--- config.mk ---
export PLATFORM = sky130hd
export DESIGN_NAME = i2f_top
export DESIGN_NICKNAME = d
export VERILOG_FILES = /design/src/source/i2f_pkg.sv /design/src/source/credit_fifo.sv /design/src/source/credit_tracker.sv /design/src/source/i2f_pipeline.sv /design/src/source/i2f_top.sv /design/src/source/mantissa_normalize.sv /design/src/source/utility_log2.sv
export SDC_FILE = /design/constraint.sdc
export NUM_CORES = 1
export LEC_CHECK = 0
export BUFFER_PORTS_ARGS = -buffer_cell sky130_fd_sc_hd__buf_2
export CAP_MARGIN = 20
export CELL_PAD_IN_SITES_DETAIL_PLACEMENT = 0
export CELL_PAD_IN_SITES_GLOBAL_PLACEMENT = 1
export CORE_MARGIN = 2
export CORE_UTILIZATION = 59
export CTS_BUF_LIST = sky130_fd_sc_hd__clkbuf_2
export DETAILED_ROUTE_END_ITERATION = 7
export PLACE_DENSITY = 0.95
export SLEW_MARGIN = 20
export SYNTH_ARGS = -nofsm -noshare
export SYNTH_HDL_FRONTEND = slang
export SYNTH_HIERARCHICAL = 1
export SYNTH_SLANG_ARGS = --single-unit
--- constraint.sdc ---
create_clock -name clk -period 6.2 [get_ports clk]
set_input_delay 0.31 -clock clk [delete_from_list [all_inputs] [get_ports clk]]
set_output_delay 0.31 -clock clk [all_outputs]
set_load 0.01 [all_outputs]
--- src/source/i2f_pkg.sv ---
package i2f_pkg;

    // ****************************************
    // Default configuration
    // ****************************************

    // Data width is 2**LOG2_WIDTH, exponent width is LOG2_WIDTH
    localparam int DEFAULT_LOG2_WIDTH = 5;   // 32-bit integers

    localparam int DEFAULT_MANT_WIDTH = 8;   // Truncated mantissa bits

    localparam int DEFAULT_IN_DEPTH = 4;     // Input buffer slots = upstream credits

    localparam int DEFAULT_OUT_CREDITS = 4;  // Initial downstream credits

    // ****************************************
    // Helpers
    // ****************************************

    // Bits needed to hold any value 0..max_value, never less than 1
    function automatic int cnt_width(input int max_value);
        int width;
        width = 1;
        while ((2 ** width) <= max_value) begin
            width = width + 1;
        end
        return width;
    endfunction

endpackage

--- src/source/credit_fifo.sv ---
`timescale 1ns/10ps

module credit_fifo import i2f_pkg::*; #(
    parameter int LOG2_WIDTH = DEFAULT_LOG2_WIDTH,
    parameter int IN_DEPTH   = DEFAULT_IN_DEPTH
) (
    input  logic                     clk,
    input  logic                     reset,
    input  logic                     in_valid,
    input  logic [2**LOG2_WIDTH-1:0] in_data,
    input  logic                     pop,
    output logic                     fifo_valid,
    output logic [2**LOG2_WIDTH-1:0] fifo_data,
    output logic                     in_credit
);

    localparam int WIDTH = 2 ** LOG2_WIDTH;
    localparam int PTR_W = cnt_width(IN_DEPTH - 1);
    localparam int CNT_W = cnt_width(IN_DEPTH);

    logic [WIDTH-1:0] mem [IN_DEPTH];
    logic [PTR_W-1:0] wr_ptr;
    logic [PTR_W-1:0] rd_ptr;
    logic [CNT_W-1:0] count;

    // Wrap at IN_DEPTH, depth need not be a power of two
    function automatic logic [PTR_W-1:0] ptr_next(input logic [PTR_W-1:0] ptr);
        if (ptr == PTR_W'(IN_DEPTH - 1)) begin
            return '0;
        end
        return ptr + PTR_W'(1);
    endfunction

    always_ff @(posedge clk) begin
        if (in_valid) begin
            mem[wr_ptr] <= in_data;
        end
    end

    always_ff @(posedge clk) begin
        if (reset) begin
            wr_ptr    <= '0;
            rd_ptr    <= '0;
            count     <= '0;
            in_credit <= 1'b0;
        end else begin
            if (in_valid) wr_ptr <= ptr_next(wr_ptr);
            if (pop)      rd_ptr <= ptr_next(rd_ptr);
            case ({in_valid, pop})
                2'b10:   count <= count + CNT_W'(1);
                2'b01:   count <= count - CNT_W'(1);
                default: count <= count;  // Idle or push and pop together
            endcase
            in_credit <= pop;  // One credit back per word that leaves
        end
    end

    assign fifo_valid = (count != '0);
    assign fifo_data  = mem[rd_ptr];

    // ****************************************
    // Checks
    // ****************************************

    a_no_overflow: assert property (@(posedge clk) disable iff (reset)
        in_valid |-> (count != CNT_W'(IN_DEPTH)))
        else $error("credit_fifo: write while full, upstream spent a credit it lacks");

    a_no_underflow: assert property (@(posedge clk) disable iff (reset)
        pop |-> (count != '0))
        else $error("credit_fifo: pop while empty");

endmodule

--- src/source/credit_tracker.sv ---
`timescale 1ns/10ps

module credit_tracker import i2f_pkg::*; #(
    parameter int OUT_CREDITS = DEFAULT_OUT_CREDITS
) (
    input  logic clk,
    input  logic reset,
    input  logic issue,
    input  logic out_credit,
    output logic grant
);

    localparam int CNT_W = cnt_width(OUT_CREDITS);

    logic [CNT_W-1:0] count;
    logic [CNT_W:0]   count_sum;  // Extra bit so an underflow shows up as a large value

    // Issue and return may land in the same cycle
    assign count_sum = {1'b0, count} + (CNT_W+1)'(out_credit) - (CNT_W+1)'(issue);

    always_ff @(posedge clk) begin
        if (reset) begin
            count <= CNT_W'(OUT_CREDITS);
            grant <= 1'b0;
        end else begin
            count <= count_sum[CNT_W-1:0];
            grant <= (count_sum != '0);  // Tracks the updated count
        end
    end

    // ****************************************
    // Checks
    // ****************************************

    // Catches downstream returning more than it got as well as issue without a credit
    a_count_range: assert property (@(posedge clk) disable iff (reset)
        count_sum <= (CNT_W+1)'(OUT_CREDITS))
        else $error("credit_tracker: credit count out of range (%0d)", count_sum);

endmodule

--- src/source/i2f_pipeline.sv ---
`timescale 1ns/10ps

module i2f_pipeline import i2f_pkg::*; #(
    parameter int LOG2_WIDTH = DEFAULT_LOG2_WIDTH,
    parameter int MANT_WIDTH = DEFAULT_MANT_WIDTH
) (
    input  logic                     clk,
    input  logic                     reset,
    input  logic                     in_valid,
    input  logic [2**LOG2_WIDTH-1:0] in_data,
    output logic                     out_valid,
    output logic                     out_zero,
    output logic [LOG2_WIDTH-1:0]    out_exp,
    output logic [MANT_WIDTH-1:0]    out_mant
);

    localparam int WIDTH = 2 ** LOG2_WIDTH;

    logic [LOG2_WIDTH-1:0] log2_out;
    logic                  s1_valid;
    logic [WIDTH-1:0]      s1_data;
    logic [LOG2_WIDTH-1:0] s1_exp;
    logic                  s1_zero;
    logic [MANT_WIDTH-1:0] norm_mant;

    // ****************************************
    // Stage 1, leading-one detect
    // ****************************************

    utility_log2 #(
        .LOG2_WIDTH (LOG2_WIDTH)
    ) utility_log2_inst (
        .in  (in_data),
        .out (log2_out)  // Already 0 for a zero input
    );

    always_ff @(posedge clk) begin
        if (reset) s1_valid <= 1'b0;
        else       s1_valid <= in_valid;
        if (in_valid) begin
            s1_data <= in_data;
            s1_exp  <= log2_out;
            s1_zero <= (in_data == '0);
        end
    end

    // ****************************************
    // Stage 2, normalize
    // ****************************************

    mantissa_normalize #(
        .LOG2_WIDTH (LOG2_WIDTH),
        .MANT_WIDTH (MANT_WIDTH)
    ) mantissa_normalize_inst (
        .value (s1_data),
        .exp   (s1_exp),
        .mant  (norm_mant)
    );

    always_ff @(posedge clk) begin
        if (reset) out_valid <= 1'b0;
        else       out_valid <= s1_valid;
        if (s1_valid) begin
            out_zero <= s1_zero;
            out_exp  <= s1_exp;
            out_mant <= norm_mant;  // Zero input shifts to all zeros
        end
    end

endmodule

--- src/source/i2f_top.sv ---
`timescale 1ns/10ps

module i2f_top import i2f_pkg::*; #(
    parameter int LOG2_WIDTH  = DEFAULT_LOG2_WIDTH,
    parameter int MANT_WIDTH  = DEFAULT_MANT_WIDTH,
    parameter int IN_DEPTH    = DEFAULT_IN_DEPTH,
    parameter int OUT_CREDITS = DEFAULT_OUT_CREDITS
) (
    input  logic                     clk,
    input  logic                     reset,
    input  logic                     in_valid,
    input  logic [2**LOG2_WIDTH-1:0] in_data,
    input  logic                     out_credit,
    output logic                     in_credit,
    output logic                     out_valid,
    output logic                     out_zero,
    output logic [LOG2_WIDTH-1:0]    out_exp,
    output logic [MANT_WIDTH-1:0]    out_mant
);

    logic                     fifo_valid;
    logic [2**LOG2_WIDTH-1:0] fifo_data;
    logic                     grant;
    logic                     pop;

    // Downstream credit is reserved here, so the pipeline never stalls
    assign pop = fifo_valid & grant;

    credit_fifo #(
        .LOG2_WIDTH (LOG2_WIDTH),
        .IN_DEPTH   (IN_DEPTH)
    ) credit_fifo_inst (
        .clk        (clk),
        .reset      (reset),
        .in_valid   (in_valid),
        .in_data    (in_data),
        .pop        (pop),
        .fifo_valid (fifo_valid),
        .fifo_data  (fifo_data),
        .in_credit  (in_credit)
    );

    credit_tracker #(
        .OUT_CREDITS (OUT_CREDITS)
    ) credit_tracker_inst (
        .clk        (clk),
        .reset      (reset),
        .issue      (pop),
        .out_credit (out_credit),
        .grant      (grant)
    );

    i2f_pipeline #(
        .LOG2_WIDTH (LOG2_WIDTH),
        .MANT_WIDTH (MANT_WIDTH)
    ) i2f_pipeline_inst (
        .clk       (clk),
        .reset     (reset),
        .in_valid  (pop),
        .in_data   (fifo_data),
        .out_valid (out_valid),
        .out_zero  (out_zero),
        .out_exp   (out_exp),
        .out_mant  (out_mant)
    );

endmodule

--- src/source/mantissa_normalize.sv ---
`timescale 1ns/10ps

module mantissa_normalize import i2f_pkg::*; #(
    parameter int LOG2_WIDTH = DEFAULT_LOG2_WIDTH,
    parameter int MANT_WIDTH = DEFAULT_MANT_WIDTH
) (
    input  logic [2**LOG2_WIDTH-1:0] value,
    input  logic [LOG2_WIDTH-1:0]    exp,
    output logic [MANT_WIDTH-1:0]    mant
);

    localparam int WIDTH = 2 ** LOG2_WIDTH;

    logic [LOG2_WIDTH-1:0] shift_amt;
    logic [WIDTH-1:0]      shifted;

    if (MANT_WIDTH > WIDTH) begin : g_bad_mant
        $error("mantissa_normalize: MANT_WIDTH %0d exceeds data width %0d",
               MANT_WIDTH, WIDTH);
    end

    // WIDTH-1 is all ones in LOG2_WIDTH bits, so WIDTH-1-exp is ~exp
    assign shift_amt = ~exp;

    assign shifted = value << shift_amt;  // Leading one lands on the MSB

    // Truncate, lower bits are dropped
    assign mant = shifted[WIDTH-1 -: MANT_WIDTH];

    // ****************************************
    // Checks
    // ****************************************

    // Holds only if exp really is floor(log2(value)) from the detector
    always_comb begin
        if (value != '0) begin
            a_norm_msb: assert final (mant[MANT_WIDTH-1])
                else $error("mantissa_normalize: value %0h exp %0d left MSB clear",
                            value, exp);
        end
    end

endmodule

--- src/source/utility_log2.sv ---
`timescale 1ns/10ps

module utility_log2 import i2f_pkg::*; #(
    parameter int LOG2_WIDTH = DEFAULT_LOG2_WIDTH
) (
    input  logic [2**LOG2_WIDTH-1:0] in,
    output logic [LOG2_WIDTH-1:0]    out
);

    localparam int WIDTH = 2 ** LOG2_WIDTH;

    // Partial value and accumulated exponent, index = stage
    logic [WIDTH-1:0]      part [LOG2_WIDTH:2];
    logic [LOG2_WIDTH-1:0] acc  [LOG2_WIDTH:2];
    logic [1:0]            low;

    if (LOG2_WIDTH < 2 || LOG2_WIDTH > 7) begin : g_bad_width
        $error("utility_log2: LOG2_WIDTH %0d outside 2..7", LOG2_WIDTH);
    end

    assign part[LOG2_WIDTH] = in;
    assign acc[LOG2_WIDTH]  = '0;

    // ****************************************
    // Halving stages
    // ****************************************

    // Each stage looks at the upper half of what is left, keeps that half
    // if it holds a one and adds its offset to the exponent
    for (genvar s = LOG2_WIDTH - 1; s >= 2; s = s - 1) begin : g_stage
        localparam int HALF = 2 ** s;

        logic [WIDTH-1:0] upper;
        logic             hit;

        assign upper = part[s+1] >> HALF;
        assign hit   = (upper != '0);

        assign part[s] = hit ? upper : part[s+1];
        assign acc[s]  = hit ? acc[s+1] + LOG2_WIDTH'(HALF) : acc[s+1];
    end

    // ****************************************
    // Last nibble
    // ****************************************

    always_comb begin
        casez (part[2][3:0])
            4'b1???: low = 2'd3;
            4'b01??: low = 2'd2;
            4'b001?: low = 2'd1;
            default: low = 2'd0;  // 0 and 1 both give 0
        endcase
    end

    assign out = acc[2] + LOG2_WIDTH'(low);

endmodule
==> summary.txt, run 1 <==
====================================================================================
Run status                                                                 completed
Slowest Stage Delay on Critical Path                                         1.01 ns
Worst hold-check path type                                              primary input to register
Unrepaired setup endpoints after global routing                                   no
Net Sw Power                                                                1.198 mW
Area taken by flip-flops and latches                                    0.005727 mm2
Worst min-delay path startpoint                                          in_data[20]
Xor/xnor cell area share of the yosys netlist                               0.003035
Longest Clk Path Bufs                                                              2
Worst-Skew Late Latency                                                      0.76 ns
Final critical-path required period                                         3.640 ns
Post-detailed-routing wire length                                           17.33 mm
Proportion of power drawn by flip-flops and latches                            0.519
Average cell area after synthesis                                          18.00 um2
Clock tree from TritonCTS                                                      built
Resized Gates After CTS                                                            0
Number of primary I/O pins                                                        52
Simple-gate share of the synthesized area                                    0.06199
Register-to-register setup slack                                             2.56 ns
Die boundary width                                                          125.1 um
Area used by multi-input combinational logic                            0.002671 mm2
Initial antenna violation count                                                    1
Number of cells traversed by the worst register-to-register path                   7
Critical Path End Type                                                      register
Share of total power in the clock network                                      0.168
Final weighted congestion in routability-driven placement                     0.9070
Clock Root Buffer                                                       sky130_fd_sc_hd__clkbuf_2
Number of sinks handled by clock tree synthesis                                  196
Number of standard cells after synthesis                                         481
Initial standard-cell utilization of the core                                 0.6003
Deepest level of the CTS H-tree                                                    4
Total number of yosys warnings                                                     6
Row cnt                                                                           44
Part of the power in combinational logic                                       0.313
Hold endpoint                                                           credit_fifo_inst/mem[2][20]$_DFFE_PP_
Max Freq                                                                  0.2747 GHz
Top library cells by usage in the layout, fill and taps aside           180 x sky130_fd_sc_hd__edfxtp_1, 54 x sky130_fd_sc_hd__mux4_2, 51 x sky130_fd_sc_hd__buf_2, 35 x sky130_fd_sc_hd__dlygate4sd3_1
Path type of the worst setup path                                       register to register
Leading cell type in the layout, fill and taps excluded                 sky130_fd_sc_hd__edfxtp_1
Count of state elements after synthesis                                          196
Number of synthesized flops with an enable pin                                   180
Die Y                                                                       125.1 um
Cell area after placement                                               0.008992 mm2
Area of all placed cells without fillers                                0.009592 mm2
Post-DR vias/cell                                                              6.399
Worst Hold Path Cells                                                              2
Remaining max-slew budget at the tightest pin                                 0.3392
Power Dens Cells                                                        370.6 mW/mm2
Final worst-path cycle share                                                  0.5872
Internal power contribution                                                 2.357 mW
Detailed-placement wirelength estimate                                      11.30 mm
Setup fix buffers added after clock tree synthesis                                 0
Via count                                                                       4908
Detailed-routing iteration count for the pre-antenna-repair pass                   5
Fraction of layout instances using a drive strength above 1                   0.2732
Mux contribution to synthesized area                                          0.1738
Remaining antenna violation count                                                  0
Final setup violation count                                                        0
Category of the worst setup path launch point                               register
Switch share                                                                  0.3371
Number of buffers and inverters on the critical path                               0
Leakage                                                                     3.174 nW
Max-Cap Viols                                                                      0
First-pass GRT wire length                                                  27.43 mm
Number of DRC violations after detailed-routing iteration 0                      491
Clk_skew                                                                  0.03652 ns
Fill cells                                                                       961
Largest driver fanout on the critical path                                        18
Number of library cell types mapped by synthesis                                  60
Synthesized Nets                                                                 529
Required @ worst endpoint                                                    6.72 ns
Hold violation count in the final report                                           0
Final max-slew violation count                                                     0
DRC                                                                                0
Worst path slowest cell                                                 sky130_fd_sc_hd__dfxtp_1
Adder and majority cell fraction of the synthesized area                     0.01908
Mapped cell area                                                        0.008658 mm2
Primary flip-flop cell chosen by synthesis mapping                      sky130_fd_sc_hd__edfxtp_1
Inserted Clock Buffers                                                            17
Routed length per instance                                                  22.59 um
Kind of cell with the highest combined delay on the critical path       simple AND/OR/NAND/NOR gates
Measured slew at the worst slew-check pin                                  0.9913 ns
GRT Overall Usage                                                             0.2319
Area Overhead vs Synth                                                        10.78%
Final net count                                                                  617
Number of global-route vias before repair                                       4928
Clock transition at path regs                                                0.30 ns
Grt ovf                                                                            0
Die outline area                                                         0.01566 mm2
Synthesized-area fraction occupied by ao, oa, aoi and oai cells              0.05043
Largest net degree at the start of global routing                                 45
Endpoint of the most critical register-to-register path                 i2f_pipeline_inst/s1_exp[0]$_DFFE_PP_
Main combinational cell family by area after synthesis                  multiplexers
Worst endpoint data arrival time                                             4.16 ns
TNS Setup                                                                       0 ns
Worst VDD drop                                                              209.5 uV
Crit-path cells                                                         mux4_2 > or4_4 > nor4_4 > a211o_2 > o21a_1 > o221a_1 > o21ai_1
Share of the yosys chip area belonging to registers                           0.6613
Core area                                                                0.01442 mm2
Share of flip-flops with an asynchronous set or reset after synthesis              0
Count of buffers from port buffering                                              51
====================================================================================
cells in the mapped netlist (2+ instances only):
cell type,instances,area share
sky130_fd_sc_hd__a211oi_1,4,0.0035
sky130_fd_sc_hd__a21o_1,3,0.0026
sky130_fd_sc_hd__a21oi_1,14,0.0081
sky130_fd_sc_hd__a31oi_1,5,0.0036
sky130_fd_sc_hd__and2_1,5,0.0036
sky130_fd_sc_hd__buf_12,3,0.0069
sky130_fd_sc_hd__buf_2,6,0.0035
sky130_fd_sc_hd__buf_4,5,0.0043
sky130_fd_sc_hd__buf_6,6,0.0078
sky130_fd_sc_hd__clkbuf_1,5,0.0022
sky130_fd_sc_hd__dfxtp_1,16,0.037
sky130_fd_sc_hd__edfxtp_1,180,0.62
sky130_fd_sc_hd__fa_1,2,0.0046
sky130_fd_sc_hd__ha_1,10,0.014
sky130_fd_sc_hd__inv_1,12,0.0052
sky130_fd_sc_hd__mux2_1,2,0.0026
sky130_fd_sc_hd__mux2_2,3,0.0039
sky130_fd_sc_hd__mux2i_1,18,0.021
sky130_fd_sc_hd__mux4_1,2,0.0061
sky130_fd_sc_hd__mux4_2,54,0.14
sky130_fd_sc_hd__nand2_1,7,0.0030
sky130_fd_sc_hd__nand2b_1,3,0.0022
sky130_fd_sc_hd__nand3_1,7,0.0040
sky130_fd_sc_hd__nand3b_1,3,0.0026
sky130_fd_sc_hd__nand4_1,2,0.0014
sky130_fd_sc_hd__nor2_1,11,0.0048
sky130_fd_sc_hd__nor2b_1,9,0.0065
sky130_fd_sc_hd__nor3_1,7,0.0040
sky130_fd_sc_hd__nor3b_1,2,0.0017
sky130_fd_sc_hd__nor4_1,13,0.0094
sky130_fd_sc_hd__nor4b_1,2,0.0020
sky130_fd_sc_hd__o211ai_1,2,0.0017
sky130_fd_sc_hd__o21a_1,2,0.0017
sky130_fd_sc_hd__o21ai_0,6,0.0035
sky130_fd_sc_hd__o21bai_1,2,0.0017
sky130_fd_sc_hd__o22ai_1,14,0.010
sky130_fd_sc_hd__or2_2,2,0.0014
sky130_fd_sc_hd__or3_1,6,0.0043
sky130_fd_sc_hd__or4_1,3,0.0026
sky130_fd_sc_hd__or4_4,2,0.0026
sky130_fd_sc_hd__xnor2_1,2,0.0020
cell type report:
class	instances	area share
Sequential cell	196	0.5971
Multi-Input combinational cell	247	0.2785
Timing Repair Buffer	94	0.06940
Tap cell	184	0.02400
Clock inverter	14	0.01631
Clock buffer	18	0.009392
Inverter	13	0.005087
Antenna cell	1	0.0002609
routing by layer:
layer	global-route usage	wire length, um	vias to the layer above
li1	-	-	2185
met2	0.3951	9005	222
met5	0	0	-
met1	0.3102	7055	2478
met3	0.04664	1037	23
met4	0.06405	230	0
cell families after synthesis:
| logic type | after synthesis |
|---|---|
| mux | 79 |
| fa+ha+maj | 12 |
| simple gates | 88 |
| buf+inv | 38 |
| xor+xnor | 3 |
| flops | 196 |
| compound gates | 65 |
stage by stage:
step / power [mW] / hold WS [ns] / util / setup slack [ns] / std cells
finish: 3.555 / 0.2717 / 0.6650 / 2.560 / 767
global route: 3.743 / 0.2008 / 0.6650 / 2.370 / 767
CTS: 3.565 / 0.2041 / 0.6648 / 2.586 / 766
detailed placement: 2.963 / 0.4310 / 0.6234 / 2.607 / 699
global placement: 2.936 / 0.4325 / 0.6234 / 2.616 / 699
floorplan: 2.716 / 0.3767 / - / 3.147 / 481
what timing repair did:
item                                   in CTS  in global routing
hold buffers                               35                  0
endpoints found under the hold margin     144                  0
setup endpoints to repair                   0                  0
sequential cells by signal (all words and copies together) (netlist names), named ones only:
name,count
credit_fifo_inst/mem,128
i2f_pipeline_inst/s1_data,32
i2f_pipeline_inst/out_mant,8
i2f_pipeline_inst/out_exp,5
i2f_pipeline_inst/s1_exp,5
credit_fifo_inst/count,3
credit_tracker_inst/count,3
credit_fifo_inst/rd_ptr,2
credit_fifo_inst/wr_ptr,2
credit_fifo_inst/in_credit,1
credit_tracker_inst/grant,1
i2f_pipeline_inst/out_valid,1
i2f_pipeline_inst/out_zero,1
i2f_pipeline_inst/s1_valid,1
i2f_pipeline_inst/s1_zero,1
how the worst max path moves through the flow:
stage | from | to | slack (ns) | cells past startpoint
floorplan | credit_fifo_inst/count[0]$_SDFFE_PP0P_ | credit_tracker_inst/count[2]$_SDFF_PP1_ | 3.15 | 9
global route | register | i2f_pipeline_inst/s1_exp[0]$_DFFE_PP_ | 2.37 | 7
finish | register | i2f_pipeline_inst/s1_exp[0]$_DFFE_PP_ | 2.56 | 7
CTS | register | i2f_pipeline_inst/s1_exp[0]$_DFFE_PP_ | 2.59 | 7
detailed placement | register | i2f_pipeline_inst/s1_exp[0]$_DFFE_PP_ | 2.61 | 7
global placement | register | i2f_pipeline_inst/s1_exp[0]$_DFFE_PP_ | 2.62 | 7
power by group through the flow:
stage,combinational [mW],sequential (mW),clock (mW)
global route,1.21,1.87,0.665
finish,1.11,1.84,0.598
detailed placement,1.09,1.88,0
CTS,1.11,1.84,0.614
global placement,1.07,1.87,0
floorplan,0.920,1.80,0
(Power assumes the default switching activity.)
==> run 2, diff against run 1 <==
--- a/config.mk
+++ b/config.mk
@@ -10,10 +10,10 @@
 export CELL_PAD_IN_SITES_DETAIL_PLACEMENT = 0
 export CELL_PAD_IN_SITES_GLOBAL_PLACEMENT = 1
 export CORE_MARGIN = 2
-export CORE_UTILIZATION = 59
+export CORE_UTILIZATION = 49
 export CTS_BUF_LIST = sky130_fd_sc_hd__clkbuf_2
 export DETAILED_ROUTE_END_ITERATION = 7
-export PLACE_DENSITY = 0.95
+export PLACE_DENSITY = 0.87
 export SLEW_MARGIN = 20
 export SYNTH_ARGS = -nofsm -noshare
 export SYNTH_HDL_FRONTEND = slang
==> constraint.sdc (replaced) <==
create_clock -name clk -period 2.9 [get_ports clk]
set_input_delay 0.145 -clock clk [delete_from_list [all_inputs] [get_ports clk]]
set_output_delay 0.145 -clock clk [all_outputs]
set_load 0.01 [all_outputs]
==> summary.txt, run 2 (synthesized netlist as in run 1, its figures left out) <==
===============================================================================
Run status                                                         finished with violations
Violated checks                                                    negative setup slack
TNS Setup                                                            -0.1531 ns
Final critical-path required period                                    2.977 ns
Grt ovf                                                                       0
Number of sinks handled by clock tree synthesis                             196
Core area                                                           0.01730 mm2
Endpoint of the most critical register-to-register path            i2f_pipeline_inst/s1_exp[1]$_DFFE_PP_
Number of cells traversed by the worst register-to-register path              9
Worst endpoint data arrival time                                        3.53 ns
Count of buffers from port buffering                                         51
Die boundary width                                                     136.9 um
Clock transition at path regs                                           0.29 ns
Flip-flop count of the largest register after layout                        128
Clock Root Buffer                                                  sky130_fd_sc_hd__clkbuf_2
Largest driver fanout on the critical path                                    8
Measured slew at the worst slew-check pin                             0.8297 ns
Top library cells by usage in the layout, fill and taps aside      180 x sky130_fd_sc_hd__edfxtp_1, 54 x sky130_fd_sc_hd__mux4_2, 51 x sky130_fd_sc_hd__buf_2, 43 x sky130_fd_sc_hd__buf_4, 36 x sky130_fd_sc_hd__dlygate4sd3_1
Non-filler instance count after layout                                      851
GRT Overall Usage                                                        0.1964
Number of primary I/O pins                                                   52
Initial standard-cell utilization of the core                            0.5006
Remaining max-slew budget at the tightest pin                            0.4469
DRC                                                                           0
Critical Path End Type                                                 register
Worst Hold Path Cells                                                         2
Number of DRC violations after detailed-routing iteration 0                 379
Hold endpoint                                                      credit_fifo_inst/mem[0][0]$_DFFE_PP_
Category of the worst setup path launch point                          register
Required @ worst endpoint                                               3.45 ns
Row cnt                                                                      48
Number of global-route vias before repair                                  5083
Die Y                                                                  136.9 um
Core occupancy in the finished layout                                    0.5818
Leading cell type in the layout, fill and taps excluded            sky130_fd_sc_hd__edfxtp_1
Final max-slew violation count                                                0
Register-to-register setup slack                                       -0.08 ns
Hold violation count in the final report                                      0
Worst-Skew Late Latency                                                 0.76 ns
Worst min-delay path startpoint                                      in_data[0]
Power Dens Cells                                                   789.6 mW/mm2
Leakage                                                                3.406 nW
First-pass GRT wire length                                             27.37 mm
Detailed-routing iteration count for the pre-antenna-repair pass              4
Largest registers ranked by flip-flop count                        credit_fifo_inst/mem (128), i2f_pipeline_inst/s1_data (32), i2f_pipeline_inst/out_mant (8)
Unrepaired setup endpoints after global routing                             yes
Max Freq                                                             0.3359 GHz
Final weighted congestion in routability-driven placement                0.9404
Worst VDD drop                                                         531.7 uV
Final net count                                                             661
Final worst-path cycle share                                              1.027
Worst hold-check path type                                         primary input to register
Fraction of layout instances using a drive strength above 1              0.3291
Register ranked first by flip-flop count                           credit_fifo_inst/mem
Detailed-placement wirelength estimate                                 11.85 mm
Die outline area                                                    0.01875 mm2
Clk_skew                                                             0.04616 ns
Max-Cap Viols                                                                 0
Setup Slack @ Placement                                             -0.04574 ns
Post-route setup slack                                              -0.07739 ns
Clock tree from TritonCTS                                                 built
Post-route worst hold slack                                           0.1220 ns
Remaining antenna violation count                                             0
Final setup violation count                                                   2
Fill cells                                                                 1343
Largest net degree at the start of global routing                            44
Area Overhead vs Synth                                                   16.23%
Routed length per instance                                             20.60 um
Deepest level of the CTS H-tree                                               4
Via count                                                                  5027
Post-DR vias/cell                                                         5.907
Number of cells after detailed placement                                    778
Initial antenna violation count                                               0
Post-detailed-routing wire length                                      17.53 mm
Diodes inserted                                                               0
Longest Clk Path Bufs                                                         2
Path type of the worst setup path                                  register to register
Inserted Clock Buffers                                                       17
===============================================================================
-- run 2: cell types whose count changed in the layout (fill, tap and decap cells not counted), sizes merged --
cell         delta
clkinv          +3
buf            +41
o21ai           +1
dlygate4sd3     +1
clkinvlp        +1
inv             -3
diode           -1
-- run 2: how the worst max path moves through the flow --
stage	from	to	slack [ns]	depth (start not counted)
after floorplan	register	i2f_pipeline_inst/s1_exp[0]$_DFFE_PP_	0.03	9
after global placement	register	i2f_pipeline_inst/s1_exp[0]$_DFFE_PP_	-0.03	8
after detailed placement	register	i2f_pipeline_inst/s1_exp[1]$_DFFE_PP_	-0.05	8
after CTS	register	i2f_pipeline_inst/s1_exp[0]$_DFFE_PP_	-0.04	8
after global routing	register	i2f_pipeline_inst/s1_exp[1]$_DFFE_PP_	-0.10	9
final	register	i2f_pipeline_inst/s1_exp[1]$_DFFE_PP_	-0.08	9
-- run 2: area by class of cell --
class | instances | area (um2) | area share
well taps | 225 | 281.5 | 0.02797
clock buffers | 17 | 85.08 | 0.008455
repair buffers | 137 | 1061 | 0.1054
clock inverters | 15 | 147.6 | 0.01467
multi-input cells | 248 | 2710 | 0.2693
inverters | 13 | 48.80 | 0.004849
flip-flops and latches | 196 | 5729 | 0.5693
-- run 2: where the power goes --
group          leakage [nW]  switching, mW  total (mW)  internal, mW
Sequential             1.77          0.279        3.88          3.60
Clock                 0.136          0.980        1.25         0.270
Combinational          1.50           1.38        2.81          1.44
-- run 2: per-layer routing --
metal	wire (um)	GRT usage	vias to the layer above
met4	480	0.05899	0
met3	834	0.03889	37
met1	7220	0.2506	2524
li1	-	-	2267
met2	8993	0.3413	199
met5	0	0	-
-- run 2: per-stage QoR --
| step | power [mW] | instance area (um2) |
|---|---|---|
| detailed placement | 6.587 | 9366 |
| CTS | 7.854 | 9966 |
| floorplan | 5.801 | 8660 |
| global placement | 6.520 | 9366 |
| global route | 8.378 | 10060 |
| finish | 7.946 | 10060 |
-- run 2: worst max-delay path, cell delays in order (launching register included) --
cell,delay (ns)
sky130_fd_sc_hd__dfxtp_4,0.46
sky130_fd_sc_hd__buf_12,0.15
sky130_fd_sc_hd__buf_8,0.13
sky130_fd_sc_hd__mux4_2,0.51
sky130_fd_sc_hd__or4_4,0.60
sky130_fd_sc_hd__or3_1,0.37
sky130_fd_sc_hd__o21a_1,0.21
sky130_fd_sc_hd__nand2_1,0.07
sky130_fd_sc_hd__o221a_1,0.20
sky130_fd_sc_hd__nand2_1,0.07
-- run 2: timing repair --
item | 4_1_cts | 5_1_grt
pin swaps | 1 | 1
resized for setup | 3 | 9
setup endpoints to repair | 2 | 2
setup buffers | 0 | 3
hold endpoints to repair | 144 | 0
hold buffers | 36 | 0
cloned | 0 | 2
